File: src/rdp_width_pkg.sv
`default_nettype none

// Data widths of the read data mapping
// Capture data arrives group-major, and the AFI expects it timeslot-major
package rdp_width_pkg;

	// ********************
	// Memory side
	// ********************

	// Read DQS groups on the memory interface
	localparam int NUM_DQS_GROUPS = 2;

	// DQ bits captured by one DQS group
	localparam int DQ_GROUP_WIDTH = 8;

	// Full DQ width seen at the pads
	localparam int MEM_DQ_WIDTH = NUM_DQS_GROUPS * DQ_GROUP_WIDTH;

	// ********************
	// AFI side
	// ********************

	// Quarter rate with DDR gives four full-rate beats per AFI cycle
	localparam int NUM_TIMESLOTS = 4;

	// One AFI word carries every beat of every group
	localparam int AFI_DATA_WIDTH = MEM_DQ_WIDTH * NUM_TIMESLOTS;

	// Slice of the AFI word owned by one group, all timeslots together
	localparam int GROUP_DATA_WIDTH = AFI_DATA_WIDTH / NUM_DQS_GROUPS;

endpackage

`default_nettype wire

File: src/rdp_timing_pkg.sv
`default_nettype none

// Timing constants of the read enable, read valid and termination paths
package rdp_timing_pkg;

	// ********************
	// Rate and latency
	// ********************

	// AFI phases per pll_afi_clk cycle
	localparam int AFI_RATE_RATIO = 4;

	// Phases 0 and 2 stand in for the pairs {0,1} and {2,3}
	localparam int LFIFO_PAIRS = 2;

	// Depth of each latency shift register, in AFI cycles
	localparam int MAX_READ_LATENCY = 32;

	// Width of the latency value programmed by the sequencer
	localparam int LATENCY_COUNT_WIDTH = $clog2(MAX_READ_LATENCY);

	// ********************
	// Termination window
	// ********************

	// Memory read latency in full-rate clocks
	localparam int MEM_T_RL = 11;

	// Start and end of the OCT-off window, converted to AFI cycles
	localparam int OCT_ON_DELAY = (MEM_T_RL + 2) / 4;
	localparam int OCT_OFF_DELAY = (MEM_T_RL + 14) / 4;

endpackage

`default_nettype wire

File: src/rdp_enable_align.sv
`default_nettype none

// Front end of the read control path
// The read enables get one extra register stage, which matches the delay
// the I/O pads add on the data side. Only the first phase of each phase
// pair is tracked further down, so the four phases collapse to two
module rdp_enable_align
	import rdp_timing_pkg::*;
(
	input  wire                      pll_afi_clk,
	input  wire                      reset_n_afi_clk,
	input  wire [AFI_RATE_RATIO-1:0] afi_rdata_en_i,
	input  wire [AFI_RATE_RATIO-1:0] afi_rdata_en_full_i,
	output logic [LFIFO_PAIRS-1:0]   en_pair_o,
	output logic                     full_any_o
);

	// ********************
	// Enable alignment
	// ********************

	// Pair p is represented by phase p times the pair stride, so phases 0 and 2
	// Phases 1 and 3 carry the same request and are dropped here
	always_ff @(posedge pll_afi_clk or negedge reset_n_afi_clk)
	begin
		if (!reset_n_afi_clk)
		begin
			en_pair_o <= '0;
		end
		else
		begin
			for (int p = 0; p < LFIFO_PAIRS; p++)
				en_pair_o[p] <= afi_rdata_en_i[p * (AFI_RATE_RATIO / LFIFO_PAIRS)];
		end
	end

	// Any full-rate enable on a tracked phase opens the termination window
	// This stays combinational, the OCT history register adds the stage
	always_comb
	begin
		full_any_o = 1'b0;
		for (int p = 0; p < LFIFO_PAIRS; p++)
			full_any_o = full_any_o | afi_rdata_en_full_i[p * (AFI_RATE_RATIO / LFIFO_PAIRS)];
	end

endmodule

`default_nettype wire

File: src/rdp_latency_shifter.sv
`default_nettype none

// Read valid generation
// Each tracked phase pair owns a shift register that records the read
// enables of the last MAX_READ_LATENCY cycles. The sequencer programs the
// tap that lines up with returning read data, which becomes afi_rdata_valid
module rdp_latency_shifter
	import rdp_timing_pkg::*;
(
	input  wire                           pll_afi_clk,
	input  wire                           reset_n_afi_clk,
	input  wire [LFIFO_PAIRS-1:0]         en_pair_i,
	input  wire [LATENCY_COUNT_WIDTH-1:0] latency_i,
	output logic [AFI_RATE_RATIO-1:0]     rdata_valid_o
);

	// Bit k of a shifter holds the enable seen k+1 cycles before
	logic [MAX_READ_LATENCY-1:0] shift_q [LFIFO_PAIRS];

	// Selected tap per pair, one register stage ahead of the output
	logic [LFIFO_PAIRS-1:0] tap_q;

	// ********************
	// Latency shift registers
	// ********************

	// The shifters run every cycle, a zero is a cycle with no read
	always_ff @(posedge pll_afi_clk or negedge reset_n_afi_clk)
	begin
		if (!reset_n_afi_clk)
		begin
			for (int p = 0; p < LFIFO_PAIRS; p++)
				shift_q[p] <= '0;
		end
		else
		begin
			for (int p = 0; p < LFIFO_PAIRS; p++)
				shift_q[p] <= {shift_q[p][MAX_READ_LATENCY-2:0], en_pair_i[p]};
		end
	end

	// ********************
	// Tap selection
	// ********************

	// latency_i is held static while reads are in flight, so the mux
	// select never moves under a token
	always_ff @(posedge pll_afi_clk or negedge reset_n_afi_clk)
	begin
		if (!reset_n_afi_clk)
		begin
			tap_q <= '0;
		end
		else
		begin
			for (int p = 0; p < LFIFO_PAIRS; p++)
				tap_q[p] <= shift_q[p][latency_i];
		end
	end

	// Every group shares one latency counter, so one tap per pair serves
	// all groups and no AND across groups is needed
	// Each pair is copied onto both of its phases
	always_ff @(posedge pll_afi_clk or negedge reset_n_afi_clk)
	begin
		if (!reset_n_afi_clk)
		begin
			rdata_valid_o <= '0;
		end
		else
		begin
			for (int ph = 0; ph < AFI_RATE_RATIO; ph++)
				rdata_valid_o[ph] <= tap_q[ph / (AFI_RATE_RATIO / LFIFO_PAIRS)];
		end
	end

endmodule

`default_nettype wire

File: src/rdp_oct_window.sv
`default_nettype none

// Termination control for the read path
// On-die termination must be on while read data returns from the memory.
// A short history of full-rate read enables tells when that is, and
// force_oct_off stays low for the whole window
module rdp_oct_window
	import rdp_timing_pkg::*;
#(
	parameter int NUM_GROUPS = 2
)
(
	input  wire                   pll_afi_clk,
	input  wire                   reset_n_afi_clk,
	input  wire                   full_any_i,
	output logic [NUM_GROUPS-1:0] force_oct_off_o
);

	// Bit k holds full_any from k cycles before the most recent edge
	logic [OCT_OFF_DELAY:0] hist_q;

	// High while a past read falls into the data return window
	logic window_hit;

	// ********************
	// Enable history
	// ********************

	always_ff @(posedge pll_afi_clk or negedge reset_n_afi_clk)
	begin
		if (!reset_n_afi_clk)
		begin
			hist_q <= '0;
		end
		else
		begin
			hist_q <= {hist_q[OCT_OFF_DELAY-1:0], full_any_i};
		end
	end

	assign window_hit = |hist_q[OCT_OFF_DELAY:OCT_ON_DELAY];

	// Overlapping reads simply merge into one longer window
	// Out of reset termination is not forced off until the history is known
	always_ff @(posedge pll_afi_clk or negedge reset_n_afi_clk)
	begin
		if (!reset_n_afi_clk)
		begin
			force_oct_off_o <= '0;
		end
		else
		begin
			force_oct_off_o <= {NUM_GROUPS{~window_hit}};
		end
	end

endmodule

`default_nettype wire

File: src/rdp_data_remap.sv
`default_nettype none

// Read data mapping
// Capture data arrives ordered by DQS group with the timeslot inside:
//   G1_T3 G1_T2 G1_T1 G1_T0 G0_T3 G0_T2 G0_T1 G0_T0
// The AFI wants it ordered by timeslot with the group inside:
//   G1_T3 G0_T3 G1_T2 G0_T2 G1_T1 G0_T1 G1_T0 G0_T0
// The sequencer copy goes back to group order for per-group calibration
module rdp_data_remap
	import rdp_width_pkg::*;
(
	input  wire                      pll_afi_clk,
	input  wire [AFI_DATA_WIDTH-1:0] phy_dq_i,
	output wire [AFI_DATA_WIDTH-1:0] afi_rdata_o,
	output wire [AFI_DATA_WIDTH-1:0] seq_rdata_o
);

	// Captured word, still in group-major order
	logic [AFI_DATA_WIDTH-1:0] dq_q;

	// ********************
	// Capture register
	// ********************

	// Validity travels on afi_rdata_valid, so the data flops only follow
	always_ff @(posedge pll_afi_clk)
	begin
		dq_q <= phy_dq_i;
	end

	// ********************
	// Reordering
	// ********************

	// Group g, timeslot t sits at g*GROUP_DATA_WIDTH + t*DQ_GROUP_WIDTH in
	// the capture word and at t*MEM_DQ_WIDTH + g*DQ_GROUP_WIDTH on the AFI
	for (genvar g = 0; g < NUM_DQS_GROUPS; g++)
	begin : g_group
		for (genvar t = 0; t < NUM_TIMESLOTS; t++)
		begin : g_slot
			// Group-major to timeslot-major for the controller
			assign afi_rdata_o[t*MEM_DQ_WIDTH + g*DQ_GROUP_WIDTH +: DQ_GROUP_WIDTH] =
				dq_q[g*GROUP_DATA_WIDTH + t*DQ_GROUP_WIDTH +: DQ_GROUP_WIDTH];

			// And back again, taken from the AFI word so both buses always agree
			assign seq_rdata_o[g*GROUP_DATA_WIDTH + t*DQ_GROUP_WIDTH +: DQ_GROUP_WIDTH] =
				afi_rdata_o[t*MEM_DQ_WIDTH + g*DQ_GROUP_WIDTH +: DQ_GROUP_WIDTH];
		end
	end

endmodule

`default_nettype wire

File: src/rdp_read_datapath.sv
`default_nettype none

// Read datapath of the quarter-rate PHY, all on pll_afi_clk
// Read enables from the controller are turned into afi_rdata_valid after
// the programmed read latency, termination is forced off outside the read
// data window, and captured data is reordered for the AFI and the sequencer
module rdp_read_datapath
	import rdp_width_pkg::*, rdp_timing_pkg::*;
(
	input  wire                           pll_afi_clk,
	input  wire                           reset_n_afi_clk,

	// Read requests from the controller, one bit per AFI phase
	input  wire [AFI_RATE_RATIO-1:0]      afi_rdata_en_i,
	input  wire [AFI_RATE_RATIO-1:0]      afi_rdata_en_full_i,

	// Read latency found by calibration
	input  wire [LATENCY_COUNT_WIDTH-1:0] seq_read_latency_counter_i,

	// Captured read data, group-major
	input  wire [AFI_DATA_WIDTH-1:0]      phy_dq_i,

	output wire [AFI_DATA_WIDTH-1:0]      afi_rdata_o,
	output wire [AFI_RATE_RATIO-1:0]      afi_rdata_valid_o,
	output wire [AFI_DATA_WIDTH-1:0]      phy_mux_read_fifo_q_o,
	output wire [NUM_DQS_GROUPS-1:0]      force_oct_off_o
);

	// Aligned enables for phases 0 and 2
	wire [LFIFO_PAIRS-1:0] en_pair;

	// Full-rate enable seen on any tracked phase
	wire full_any;

	// ********************
	// Read control
	// ********************

	rdp_enable_align i_enable_align (
		.pll_afi_clk         (pll_afi_clk),
		.reset_n_afi_clk     (reset_n_afi_clk),
		.afi_rdata_en_i      (afi_rdata_en_i),
		.afi_rdata_en_full_i (afi_rdata_en_full_i),
		.en_pair_o           (en_pair),
		.full_any_o          (full_any)
	);

	rdp_latency_shifter i_latency_shifter (
		.pll_afi_clk     (pll_afi_clk),
		.reset_n_afi_clk (reset_n_afi_clk),
		.en_pair_i       (en_pair),
		.latency_i       (seq_read_latency_counter_i),
		.rdata_valid_o   (afi_rdata_valid_o)
	);

	// One termination control bit per read DQS group
	rdp_oct_window #(
		.NUM_GROUPS (NUM_DQS_GROUPS)
	) i_oct_window (
		.pll_afi_clk     (pll_afi_clk),
		.reset_n_afi_clk (reset_n_afi_clk),
		.full_any_i      (full_any),
		.force_oct_off_o (force_oct_off_o)
	);

	// ********************
	// Read data
	// ********************

	rdp_data_remap i_data_remap (
		.pll_afi_clk (pll_afi_clk),
		.phy_dq_i    (phy_dq_i),
		.afi_rdata_o (afi_rdata_o),
		.seq_rdata_o (phy_mux_read_fifo_q_o)
	);

endmodule

`default_nettype wire

File: config.mk
export PLATFORM = sky130hd
export DESIGN_NAME = rdp_read_datapath
export DESIGN_NICKNAME = d
export VERILOG_FILES = /design/src/rdp_width_pkg.sv /design/src/rdp_timing_pkg.sv /design/src/rdp_enable_align.sv /design/src/rdp_latency_shifter.sv /design/src/rdp_oct_window.sv /design/src/rdp_data_remap.sv /design/src/rdp_read_datapath.sv
export SDC_FILE = /design/constraint.sdc
export NUM_CORES = 1
export LEC_CHECK = 0
export BUFFER_PORTS_ARGS = -buffer_cell sky130_fd_sc_hd__clkbuf_2
export CORE_MARGIN = 2
export CORE_UTILIZATION = 45
export CTS_CLUSTER_DIAMETER = 40
export CTS_CLUSTER_SIZE = 28
export DETAILED_ROUTE_END_ITERATION = 12
export PLACE_DENSITY = 0.78
export SETUP_SLACK_MARGIN = 0.3
export SYNTH_ARGS = -nofsm -noshare
export SYNTH_HDL_FRONTEND = slang
export SYNTH_SLANG_ARGS = --single-unit
File: constraint.sdc
create_clock -name pll_afi_clk -period 1.4 [get_ports pll_afi_clk]
set_input_delay 0.28 -clock pll_afi_clk [delete_from_list [all_inputs] [get_ports pll_afi_clk]]
set_output_delay 0.28 -clock pll_afi_clk [all_outputs]
set_load 0.1 [all_outputs]
==> results of run 1 <==
## worst paths after layout
check                                                             start                                         to  slack [ns]
hold reg to reg                        i_oct_window.hist_q[0]$_DFF_PN0_           i_oct_window.hist_q[1]$_DFF_PN0_        0.34
setup reg to reg                i_latency_shifter.shift_q[29]$_DFF_PN0_       i_latency_shifter.tap_q[1]$_DFF_PN0_        0.03
setup / recovery           i_latency_shifter.rdata_valid_o[1]$_DFF_PN0_                       afi_rdata_valid_o[0]       -0.09
min in group asynchronous                               reset_n_afi_clk     i_latency_shifter.shift_q[0]$_DFF_PN0_        0.33
hold / removal                            seq_read_latency_counter_i[4]       i_latency_shifter.tap_q[0]$_DFF_PN0_        0.09
max in group asynchronous                               reset_n_afi_clk  i_oct_window.force_oct_off_o[0]$_DFF_PN0_        0.74
## per-stage QoR
| step | power [mW] | hold slack [ns] | area, um2 | std cells | setup TNS (ns) |
|---|---|---|---|---|---|
| floorplan | 6.41 | -0.0156 | 4930 | 290 | 0 |
| global placement | 6.79 | 0.330 | 5930 | 568 | -0.0501 |
| detailed placement | 6.82 | 0.338 | 5930 | 568 | -0.157 |
| CTS | 11.6 | 0.0371 | 8680 | 672 | -0.502 |
| global route | 12.1 | 0.0563 | 8710 | 672 | -0.675 |
| finish | 11.8 | 0.0908 | 8710 | 672 | -0.486 |
## state kept, by name, indices dropped and copies added (netlist names)
name / cells
i_data_remap.seq_rdata_o: 64
i_enable_align.en_pair_o: 2
i_latency_shifter.rdata_valid_o: 2
i_latency_shifter.shift_q: 64
i_latency_shifter.tap_q: 2
i_oct_window.force_oct_off_o: 1
i_oct_window.hist_q: 7
## kinds of logic after synthesis
| kind of cell | share of synthesized area, % |
|---|---|
| flip-flops | 73.7 |
| multiplexers | 7.36 |
| buffers and inverters | 13.3 |
| AO/OA/AOI/OAI | 3.25 |
| AND/OR/NAND/NOR | 2.37 |
## cells in the mapped netlist
cell type	count	share of area, %
clkbuf_2	2	0.23
o211ai_1	2	0.34
mux2_2	2	0.51
nand2_1	10	0.86
a22oi_1	8	1.4
nand2b_1	2	0.29
buf_4	69	12
dfxtp_1	64	29
or2_2	1	0.14
a31oi_1	8	1.1
buf_6	3	0.77
and3_1	2	0.29
nor4_1	1	0.14
mux2i_1	30	6.8
nand3_1	2	0.23
nor2b_1	2	0.29
buf_12	1	0.46
dfrtp_1	78	45
nor2_2	1	0.14
o311ai_1	2	0.40
## area by class of cell
type	count	area [um2]
Clock buffer	21	459
Clock inverter	11	91.3
Fill cell	275	881
Multi-Input combinational cell	73	606
Sequential cell	142	3480
Tap cell	133	166
Timing Repair Buffer	292	3910
## layer usage
layer  vias to the layer above  global-route usage [%]  wire length [um]
met5                         -                       0                 0
met4                         0                    10.5               467
met3                        36                    8.34              1050
met2                       207                    55.5              8650
met1                      1613                    34.4              5510
li1                       1377                       -                 -
## power breakdown
group	switching [mW]	internal [mW]
sequential	0.271	4.26
combinational	1.94	1.12
clock	1.74	2.48
total	3.95	7.87
## repair_timing
| action | in CTS | in global routing |
|---|---|---|
| setup endpoints to repair | 136 | 136 |
| pin swaps | 5 | 3 |
| endpoints found under the hold margin | 145 | 0 |
| hold buffers | 69 | 0 |
| buffers inserted | 3 | 0 |
| resized for setup | 355 | 6 |
==> flow_summary_export.csv, run 1 <==
group,metric,value,unit
final_layout,nets,605,
synth,ys_seq_area_share,73.7,%
synth,avgSynthCellArea,15.1,um2
critical_path,cp_slowest_cell,"dfrtp_4",
critical_path,cp_num_buf_inv,1,
critical_path,crit_arrival,1.21,ns
min_path,hold_depth,2,
synth,synth_nets,369,
synth,synth_area,4380,um2
placement,dp_hpwl,6360,um
floorplanning,rows,36,
clocking,clock_sinks,142,
routing,ant_nets,0,
placement,gp_congestion,0.831,
floorplanning,fp.dieH,103,um
clocking,cts_max_level,4,
sta,fin_crit,1.49,ns
placement,io_buffers,208,
routing,routed_wl,15700,um
global_routing,globalRouteOverflowTotal,0,
critical_path,cp.depth,1,
routing,post_drt_wl_per_cell,23.3,um
critical_path,setup.worst_path.start_class,"register",
sta,clock_skew,0.0105,ns
critical_path,cp-end-kind,"primary output",
routing,route.detailed.drc,0,
floorplanning,dieArea,10500,um2
outcome,violations,"negative setup slack",
global_routing,grt_pass1_wl,22600,um
global_routing,grt_pass1_vias,3556,
sta,tightest_slew,0.393,ns
global_routing,grtUsageTotal,30.5,%
sta,final.period_utilization,106,%
critical_path,rr_worst_depth,4,
critical_path,worstPathCellList,"buf_12",
floorplanning,core-area,9590,um2
routing,drt-pass1-iter-count,4,
synth,ys_ff_latch,142,
final_layout,area_growth,98.7,%
clocking,cts_tree,"yes",
clocking,root_buffer,"clkbuf_8",
global_routing,grt_max_degree,79,
power,power.leakage,3.94,nW
critical_path,worstPathRequired,1.12,ns
power,ir_drop,0.925,mV
floorplanning,ios,213,
critical_path,crit_family,"flip-flops",
floorplanning,start_util,45.7,%
clocking,clk_pin_slew_worst_paths,0.07,ns
routing,drt-vias-per-instance,4.81,
synth,synth_cell_types,20,
min_path,hold_class,"in2reg",
floorplanning,fp.dieW,103,um
synth,synth_warnings,0,
critical_path,cp_max_fo,2,
sta,worst_slack,-0.0895,ns
routing,num_vias,3233,
final_layout,antenna_cells,0,
synth,syn_inst,290,
sta,grt_setup_unrepaired,"true",
sta,maxSlewViolCount,0,
job,maxCapViolCount,0,
clocking,clk_path_buf_depth,2,
final_layout,final_util,90.8,%
power,p_per_area,1360,nW/um2
placement,pre_cts_ws,-0.108,ns
sta,setup_viol,6,
sta,fmax,671,MHz
critical_path,path_class,"reg2out",
clocking,clock_latency,0.52,ns
final_layout,layout_common_cells,"buf_12, dfrtp_1, clkbuf_2",
clocking,cts_buffers,17,
global_routing,antenna_found_initial,0,
routing,drt_iter0_drc,306,
sta,hold_violations,0,
critical_path,crit_path_max_incr_delay,0.51,ns
final_layout,final_common_cell,"buf_12",
final_layout,drive_gt1_share,61.2,%
outcome,outcome,"finished with violations",
sta,slew_headroom,73.8,%
(Power assumes the default switching activity.)
==> run 2: changes to the inputs <==
Settings changed: ABC_AREA set to 1, CORE_UTILIZATION 45 to 46, PLACE_DENSITY 0.78 to 0.79.
==> run 2 against run 1 <==
Combinational power is 5% higher. First-iteration DRC count increased by 41%. Routed wire length grew 35%. Worst setup slack worse by 0.047 ns. Non-clock buffer count grew 8. Total power up 4.0%. Core utilization increased by 2.9 points. Sequential power about the same. Via count increased by 25%. Worst hold slack improved by 0.12 ns. Critical path depth unchanged. The run still ends with negative setup slack left.
==> flow_summary_export.csv, run 2 <==
group,metric,value,unit
synth,yosys.area.top_type_share,43.3,%
power,p_per_area,1360,nW/um2
synth,synth_warnings,0,
placement,dp_hpwl,6730,um
final_layout,fillers,250,
placement,dp.cells,635,
clocking,cts_tree,"yes",
sta,worst_slack,-0.137,ns
critical_path,setup.worst_path.start_class,"register",
sta,hold_violations,0,
sta,maxSlewViolCount,0,
synth,synth_area,4500,um2
critical_path,r2r-start,"i_latency_shifter.shift_q[9]$_DFF_PN0_",
floorplanning,start_util,46.7,%
routing,routed.top_layer,"met4",
synth,synth_top_family_by_area,"buffers and inverters",
synth,synth_area_leaders,"dfrtp_1, dfxtp_1, buf_4",
floorplanning,fp.dieH,103,um
routing,route.detailed.drc,0,
placement,gp_congestion,0.802,
floorplanning,fp.dieW,103,um
routing,wl_met2,10600,um
final_layout,layout_common_cells,"buf_12, dfrtp_1, clkbuf_2",
final_layout,multi_input_comb_area,823,um2
floorplanning,ios,213,
final_layout,drive_gt1_share,63.2,%
clocking,clock_latency,0.53,ns
synth,synthAdderAreaFrac,0,%
final_layout,area_growth,101,%
sta,tightest_slew,0.534,ns
routing,num_vias,4057,
critical_path,crit_path_max_incr_delay,0.53,ns
sta,slew_headroom,64.4,%
global_routing,globalRouteOverflowTotal,0,
placement,io_buffers,208,
routing,ant_nets,0,
synth,yosys.area_share.simple,13.7,%
sta,clock_skew,0.0139,ns
synth,post_synth_xor_area_fraction,0,%
routing,drt-pass1-iter-count,6,
synth,synth_cell_types,15,
min_path,hold_class,"in2async",
synth,synth_nets,444,
sta,timing.hold.ws,0.208,ns
synth,syn_inst,365,
power,ir_drop,1.25,mV
global_routing,grt_max_degree,53,
synth,synth-compound-area-share,0,%
global_routing,grtUsageTotal,32.9,%
global_routing,grt_pass1_wl,24800,um
final_layout,seq_area,3480,um2
power,power.leakage,4.14,nW
critical_path,crit_arrival,1.26,ns
critical_path,rr_worst_depth,8,
sta,grt_setup_unrepaired,"true",
final_layout,final_common_cell,"buf_12",
critical_path,path_class,"reg2out",
synth,synth_ff_type,"dfrtp_1",
clocking,cts_max_level,4,
routing,wl_met1,6780,um
routing,routed_wl,21200,um
clocking,root_buffer,"clkbuf_8",
critical_path,cp_slowest_cell,"dfrtp_4",
critical_path,crit_family,"flip-flops",
synth,ys_seq_area_share,71.8,%
job,maxCapViolCount,0,
synth,synthMuxAreaShare,0,%
synth,async_reset_ff_share,54.9,%
routing,drt_iter0_drc,430,
routing,wl_met3,2180,um
final_layout,nets,685,
clocking,clock_sinks,142,
synth,avgSynthCellArea,12.3,um2
critical_path,cp_max_fo,2,
routing,drt-vias-per-instance,5.37,
sta,fin_crit,1.54,ns
critical_path,cp-end-kind,"primary output",
final_layout,stdcell_count,755,
synth,post-synth-top-count-cell,"nand2_1",
clocking,clk_path_buf_depth,2,
routing,post_drt_wl_per_cell,28.1,um
critical_path,worstPathCellList,"buf_12",
sta,setup_viol,6,
clocking,clk_pin_slew_worst_paths,0.08,ns
sta,fmax,651,MHz
critical_path,reg2reg_slack,0,ns
floorplanning,rows,36,
global_routing,antenna_found_initial,2,
critical_path,rr_endpoint,"i_latency_shifter.tap_q[1]$_DFF_PN0_",
clocking,cts_buffers,17,
synth,synth_edf_count,0,
synth,synth_area_leader_cell,"dfrtp_1",
sta,final.period_utilization,110,%
synth,synth_common_cells,"nand2_1, dfrtp_1, buf_4",
outcome,outcome,"finished with violations",
critical_path,cp_num_buf_inv,1,
global_routing,grt_pass1_vias,4081,
synth,ys_ff_latch,142,
floorplanning,dieArea,10600,um2
outcome,violations,"negative setup slack",
critical_path,worstPathRequired,1.12,ns
floorplanning,core-area,9640,um2
## run 2: cell types whose count changed after synthesis, sizes merged, moves of 5 or more
cell / previous run / this run
nand2: 10 / 90
nand3: 2 / 48
mux2i: 30 / 0
inv: 0 / 5
a31oi: 8 / 0
a22oi: 8 / 0
## run 2: where the power goes
group	internal [mW]	switching, mW	leakage (nW)	total (mW)
Sequential	4.25	0.291	1.46	4.55
Combinational	1.13	2.09	2.40	3.22
Clock	2.51	2.01	0.270	4.52
## run 2: layout make-up
class,instances,area share [%]
timing repair buffer,300,43.8
sequential,142,38.6
multi-input combinational,140,9.11
clock buffer,20,4.94
tap,133,1.84
clock inverter,12,1.38
inverter,5,0.291
antenna,3,0.0831
## run 2: how the worst max path moves through the flow
stage	start	endpoint	slack, ns	cells after the start
after floorplan	i_data_remap.seq_rdata_o[0]$_DFF_P_	phy_mux_read_fifo_q_o[0]	0.1	1
after global placement	seq_read_latency_counter_i[0]	i_latency_shifter.tap_q[0]$_DFF_PN0_	0.14	10
after detailed placement	seq_read_latency_counter_i[0]	i_latency_shifter.tap_q[1]$_DFF_PN0_	0.10	10
after CTS	i_oct_window.force_oct_off_o[0]$_DFF_PN0_	force_oct_off_o[1]	-0.10	1
after global routing	i_latency_shifter.rdata_valid_o[1]$_DFF_PN0_	afi_rdata_valid_o[0]	-0.16	1
final	i_latency_shifter.rdata_valid_o[1]$_DFF_PN0_	afi_rdata_valid_o[1]	-0.14	1
## run 2: logic make-up after synthesis
family | Yosys count
buffers and inverters | 83
AND/OR/NAND/NOR | 140
flip-flops | 142
## run 2: per-stage QoR
| step | total power [mW] | util (%) | instance area [um2] | setup TNS [ns] | worst slack [ns] |
|---|---|---|---|---|---|
| after detailed placement | 6.81 | 61.7 | 5940 | 0 | 0.104 |
| after floorplan | 6.42 | - | 5030 | 0 | 0.0982 |
| after global placement | 6.77 | 61.7 | 5940 | 0 | 0.139 |
| after global routing | 12.5 | 93.7 | 9030 | -0.978 | -0.159 |
| final | 12.3 | 93.7 | 9040 | -0.669 | -0.137 |
| after CTS | 11.8 | 90.4 | 8720 | -0.612 | -0.105 |
## run 2: layer usage
layer | global-route usage [%] | vias to the layer above
li1 | - | 1577
met1 | 35.6 | 1962
met2 | 59.1 | 383
met3 | 8.61 | 135
met4 | 16.6 | 0
met5 | 0 | -
## run 2: timing repair
action	CTS	global route
pin swaps	0	26
hold endpoints to repair	83	0
endpoints found under the setup margin	135	136
resized for setup	358	51
buffers inserted	1	14
hold buffers	70	0
==> run 3: changes to the inputs <==
Settings changed: MAX_ROUTING_LAYER set to met4, SYNTH_HIERARCHICAL set to 1.
==> run 3 against run 2 <==
Clock skew rose by 0.0048 ns. Cell area fell by 0.22%. Flip-flop and latch count did not move. The flow still finishes with violations (negative setup slack). Core utilization fell by 0.21 points. Worst setup slack improved by 0.031 ns. Via count rose by 3.3%. Largest power group unchanged. Final cell count rose by 1.6%. Routed wire length rose by 6.2%. Global-route usage rose by 1.8 points. Highest routed layer unchanged.
==> flow_summary_export.csv, run 3 <==
group,metric,value,unit
critical_path,setup.worst_path.start_class,"register",
power,p_per_area,1350,nW/um2
routing,drt_iter0_drc,473,
power,ir_drop,1.30,mV
routing,wl_met1,7730,um
synth,synth_cell_types,12,
synth,post_synth_xor_area_fraction,0,%
floorplanning,fp.dieW,103,um
critical_path,crit_arrival,1.23,ns
floorplanning,ios,213,
final_layout,fillers,265,
outcome,violations,"negative setup slack",
routing,ant_nets,0,
global_routing,grt_pass1_wl,25100,um
synth,synthMuxAreaShare,0,%
final_layout,drive_gt1_share,61.6,%
global_routing,grtUsageTotal,34.6,%
synth,synth_area_leaders,"dfrtp_1, dfxtp_1, buf_4",
clocking,clock_sinks,142,
sta,final.period_utilization,108,%
critical_path,crit_path_max_incr_delay,0.51,ns
synth,synth_area,4490,um2
sta,clock_skew,0.0186,ns
routing,route.detailed.drc,0,
final_layout,area_growth,101,%
synth,yosys.area_share.simple,13.2,%
job,maxCapViolCount,0,
clocking,cts_buffers,17,
synth,synth_ff_type,"dfrtp_1",
sta,fmax,664,MHz
critical_path,path_class,"reg2out",
synth,synth_area_leader_cell,"dfrtp_1",
floorplanning,start_util,46.5,%
synth,ys_ff_latch,142,
synth,post-synth-top-count-cell,"nand2_1",
power,finalPower,12.2,mW
power,power.leakage,4.16,nW
critical_path,cp_slowest_cell,"dfrtp_4",
global_routing,grt_pass1_vias,4017,
sta,grt_setup_unrepaired,"true",
synth,synth_edf_count,0,
sta,fin_crit,1.51,ns
synth,yosys.area.top_type_share,43.5,%
synth,synth_common_cells,"nand2_1, dfrtp_1, buf_4",
clocking,root_buffer,"clkbuf_8",
synth,synthAdderAreaFrac,0,%
final_layout,nets,696,
clocking,clock_latency,0.54,ns
placement,io_buffers,208,
routing,wl_met2,10700,um
clocking,clk_path_buf_depth,2,
floorplanning,dieArea,10600,um2
critical_path,cp_num_buf_inv,1,
placement,pre_cts_ws,0.146,ns
critical_path,crit_family,"flip-flops",
final_layout,final_area,9020,um2
routing,drt-vias-per-instance,5.46,
sta,maxSlewViolCount,0,
synth,synth_top_family_by_area,"buffers and inverters",
synth,ys_seq_area_share,72.1,%
synth,syn_inst,373,
floorplanning,core-area,9640,um2
sta,setup_viol,12,
critical_path,cp_max_fo,2,
critical_path,worstPathRequired,1.12,ns
critical_path,cp-end-kind,"primary output",
floorplanning,rows,36,
synth,async_reset_ff_share,54.9,%
routing,post_drt_wl_per_cell,29.3,um
floorplanning,fp.dieH,103,um
placement,dp_hpwl,6480,um
synth,avgSynthCellArea,12.0,um2
sta,timing.hold.ws,0.218,ns
synth,synth-compound-area-share,0,%
synth,synth_nets,452,
routing,wl_met3,2260,um
final_layout,final_common_cell,"buf_12",
sta,finalSetupTns,-0.599,ns
sta,hold_violations,0,
placement,gp_congestion,0.798,
sta,slew_headroom,63.6,%
routing,routed_wl,22500,um
synth,synth_warnings,6,
routing,drt-pass1-iter-count,5,
global_routing,antenna_found_initial,2,
placement,placed_area,5940,um2
sta,worst_slack,-0.106,ns
routing,routed.top_layer,"met4",
routing,num_vias,4189,
critical_path,worstPathCellList,"buf_12",
global_routing,grt_max_degree,79,
outcome,outcome,"finished with violations",
final_layout,layout_common_cells,"buf_12, dfrtp_1, clkbuf_2",
global_routing,globalRouteOverflowTotal,0,
sta,tightest_slew,0.545,ns
clocking,cts_tree,"yes",
clocking,clk_pin_slew_worst_paths,0.07,ns
min_path,hold_class,"in2reg",
clocking,cts_max_level,4,
[run 3: logic make-up after synthesis]
| kind of cell | count (synthesis) |
|---|---|
| buffers and inverters | 89 |
| AND/OR/NAND/NOR | 142 |
| flip-flops | 142 |
[run 3: per-stage QoR]
stage	instances	util (%)
after global placement	641	61.6
after detailed placement	641	61.6
final	767	93.5
after CTS	743	89.7
after global routing	767	93.5
after floorplan	373	-
[run 3: per-layer routing]
| metal | vias to the layer above | track usage (%) |
|---|---|---|
| met5 | - | - |
| met4 | 0 | 17.1 |
| met1 | 2016 | 39.0 |
| li1 | 1593 | - |
| met3 | 168 | 9.49 |
| met2 | 412 | 57.1 |
[run 3: path summary, 6_finish.rpt]
kind	from	to	slack, ns	depth (start not counted)
worst max register to register	i_latency_shifter/shift_q[9]$_DFF_PN0_	i_latency_shifter/tap_q[1]$_DFF_PN0_	0.02	8
max in group asynchronous	reset_n_afi_clk	i_latency_shifter/rdata_valid_o[1]$_DFF_PN0_	0.70	3
worst max-delay path	i_oct_window/force_oct_off_o[0]$_DFF_PN0_	force_oct_off_o[1]	-0.11	1
worst min-delay path	seq_read_latency_counter_i[3]	i_latency_shifter/tap_q[1]$_DFF_PN0_	0.22	5
worst min register to register	i_oct_window/hist_q[1]$_DFF_PN0_	i_oct_window/hist_q[2]$_DFF_PN0_	0.35	0
min in group asynchronous	reset_n_afi_clk	i_latency_shifter/shift_q[24]$_DFF_PN0_	0.33	3
[run 3: area by class of cell]
cell class	count	area [um2]	share of cell area [%]
repair buffers	303	3970	44.0
flip-flops and latches	142	3490	38.7
clock buffers	17	414	4.59
diodes	4	10.0	0.111
well taps	133	166	1.85
multi-input cells	142	803	8.91
inverters	11	46.3	0.513
clock inverters	15	124	1.37
[run 3: repair_timing]
action | in CTS | in global routing
setup endpoints to repair | 134 | 136
hold buffers | 70 | 0
endpoints found under the hold margin | 147 | 0
resized for setup | 352 | 56
pin swaps | 0 | 30
buffers inserted | 0 | 20
[run 3: power breakdown]
part           leakage [nW]  internal [mW]  switching, mW  total, mW
sequential             1.46           4.25          0.311       4.57
clock                 0.257           2.35           2.04       4.39
combinational          2.44           1.13           2.09       3.22
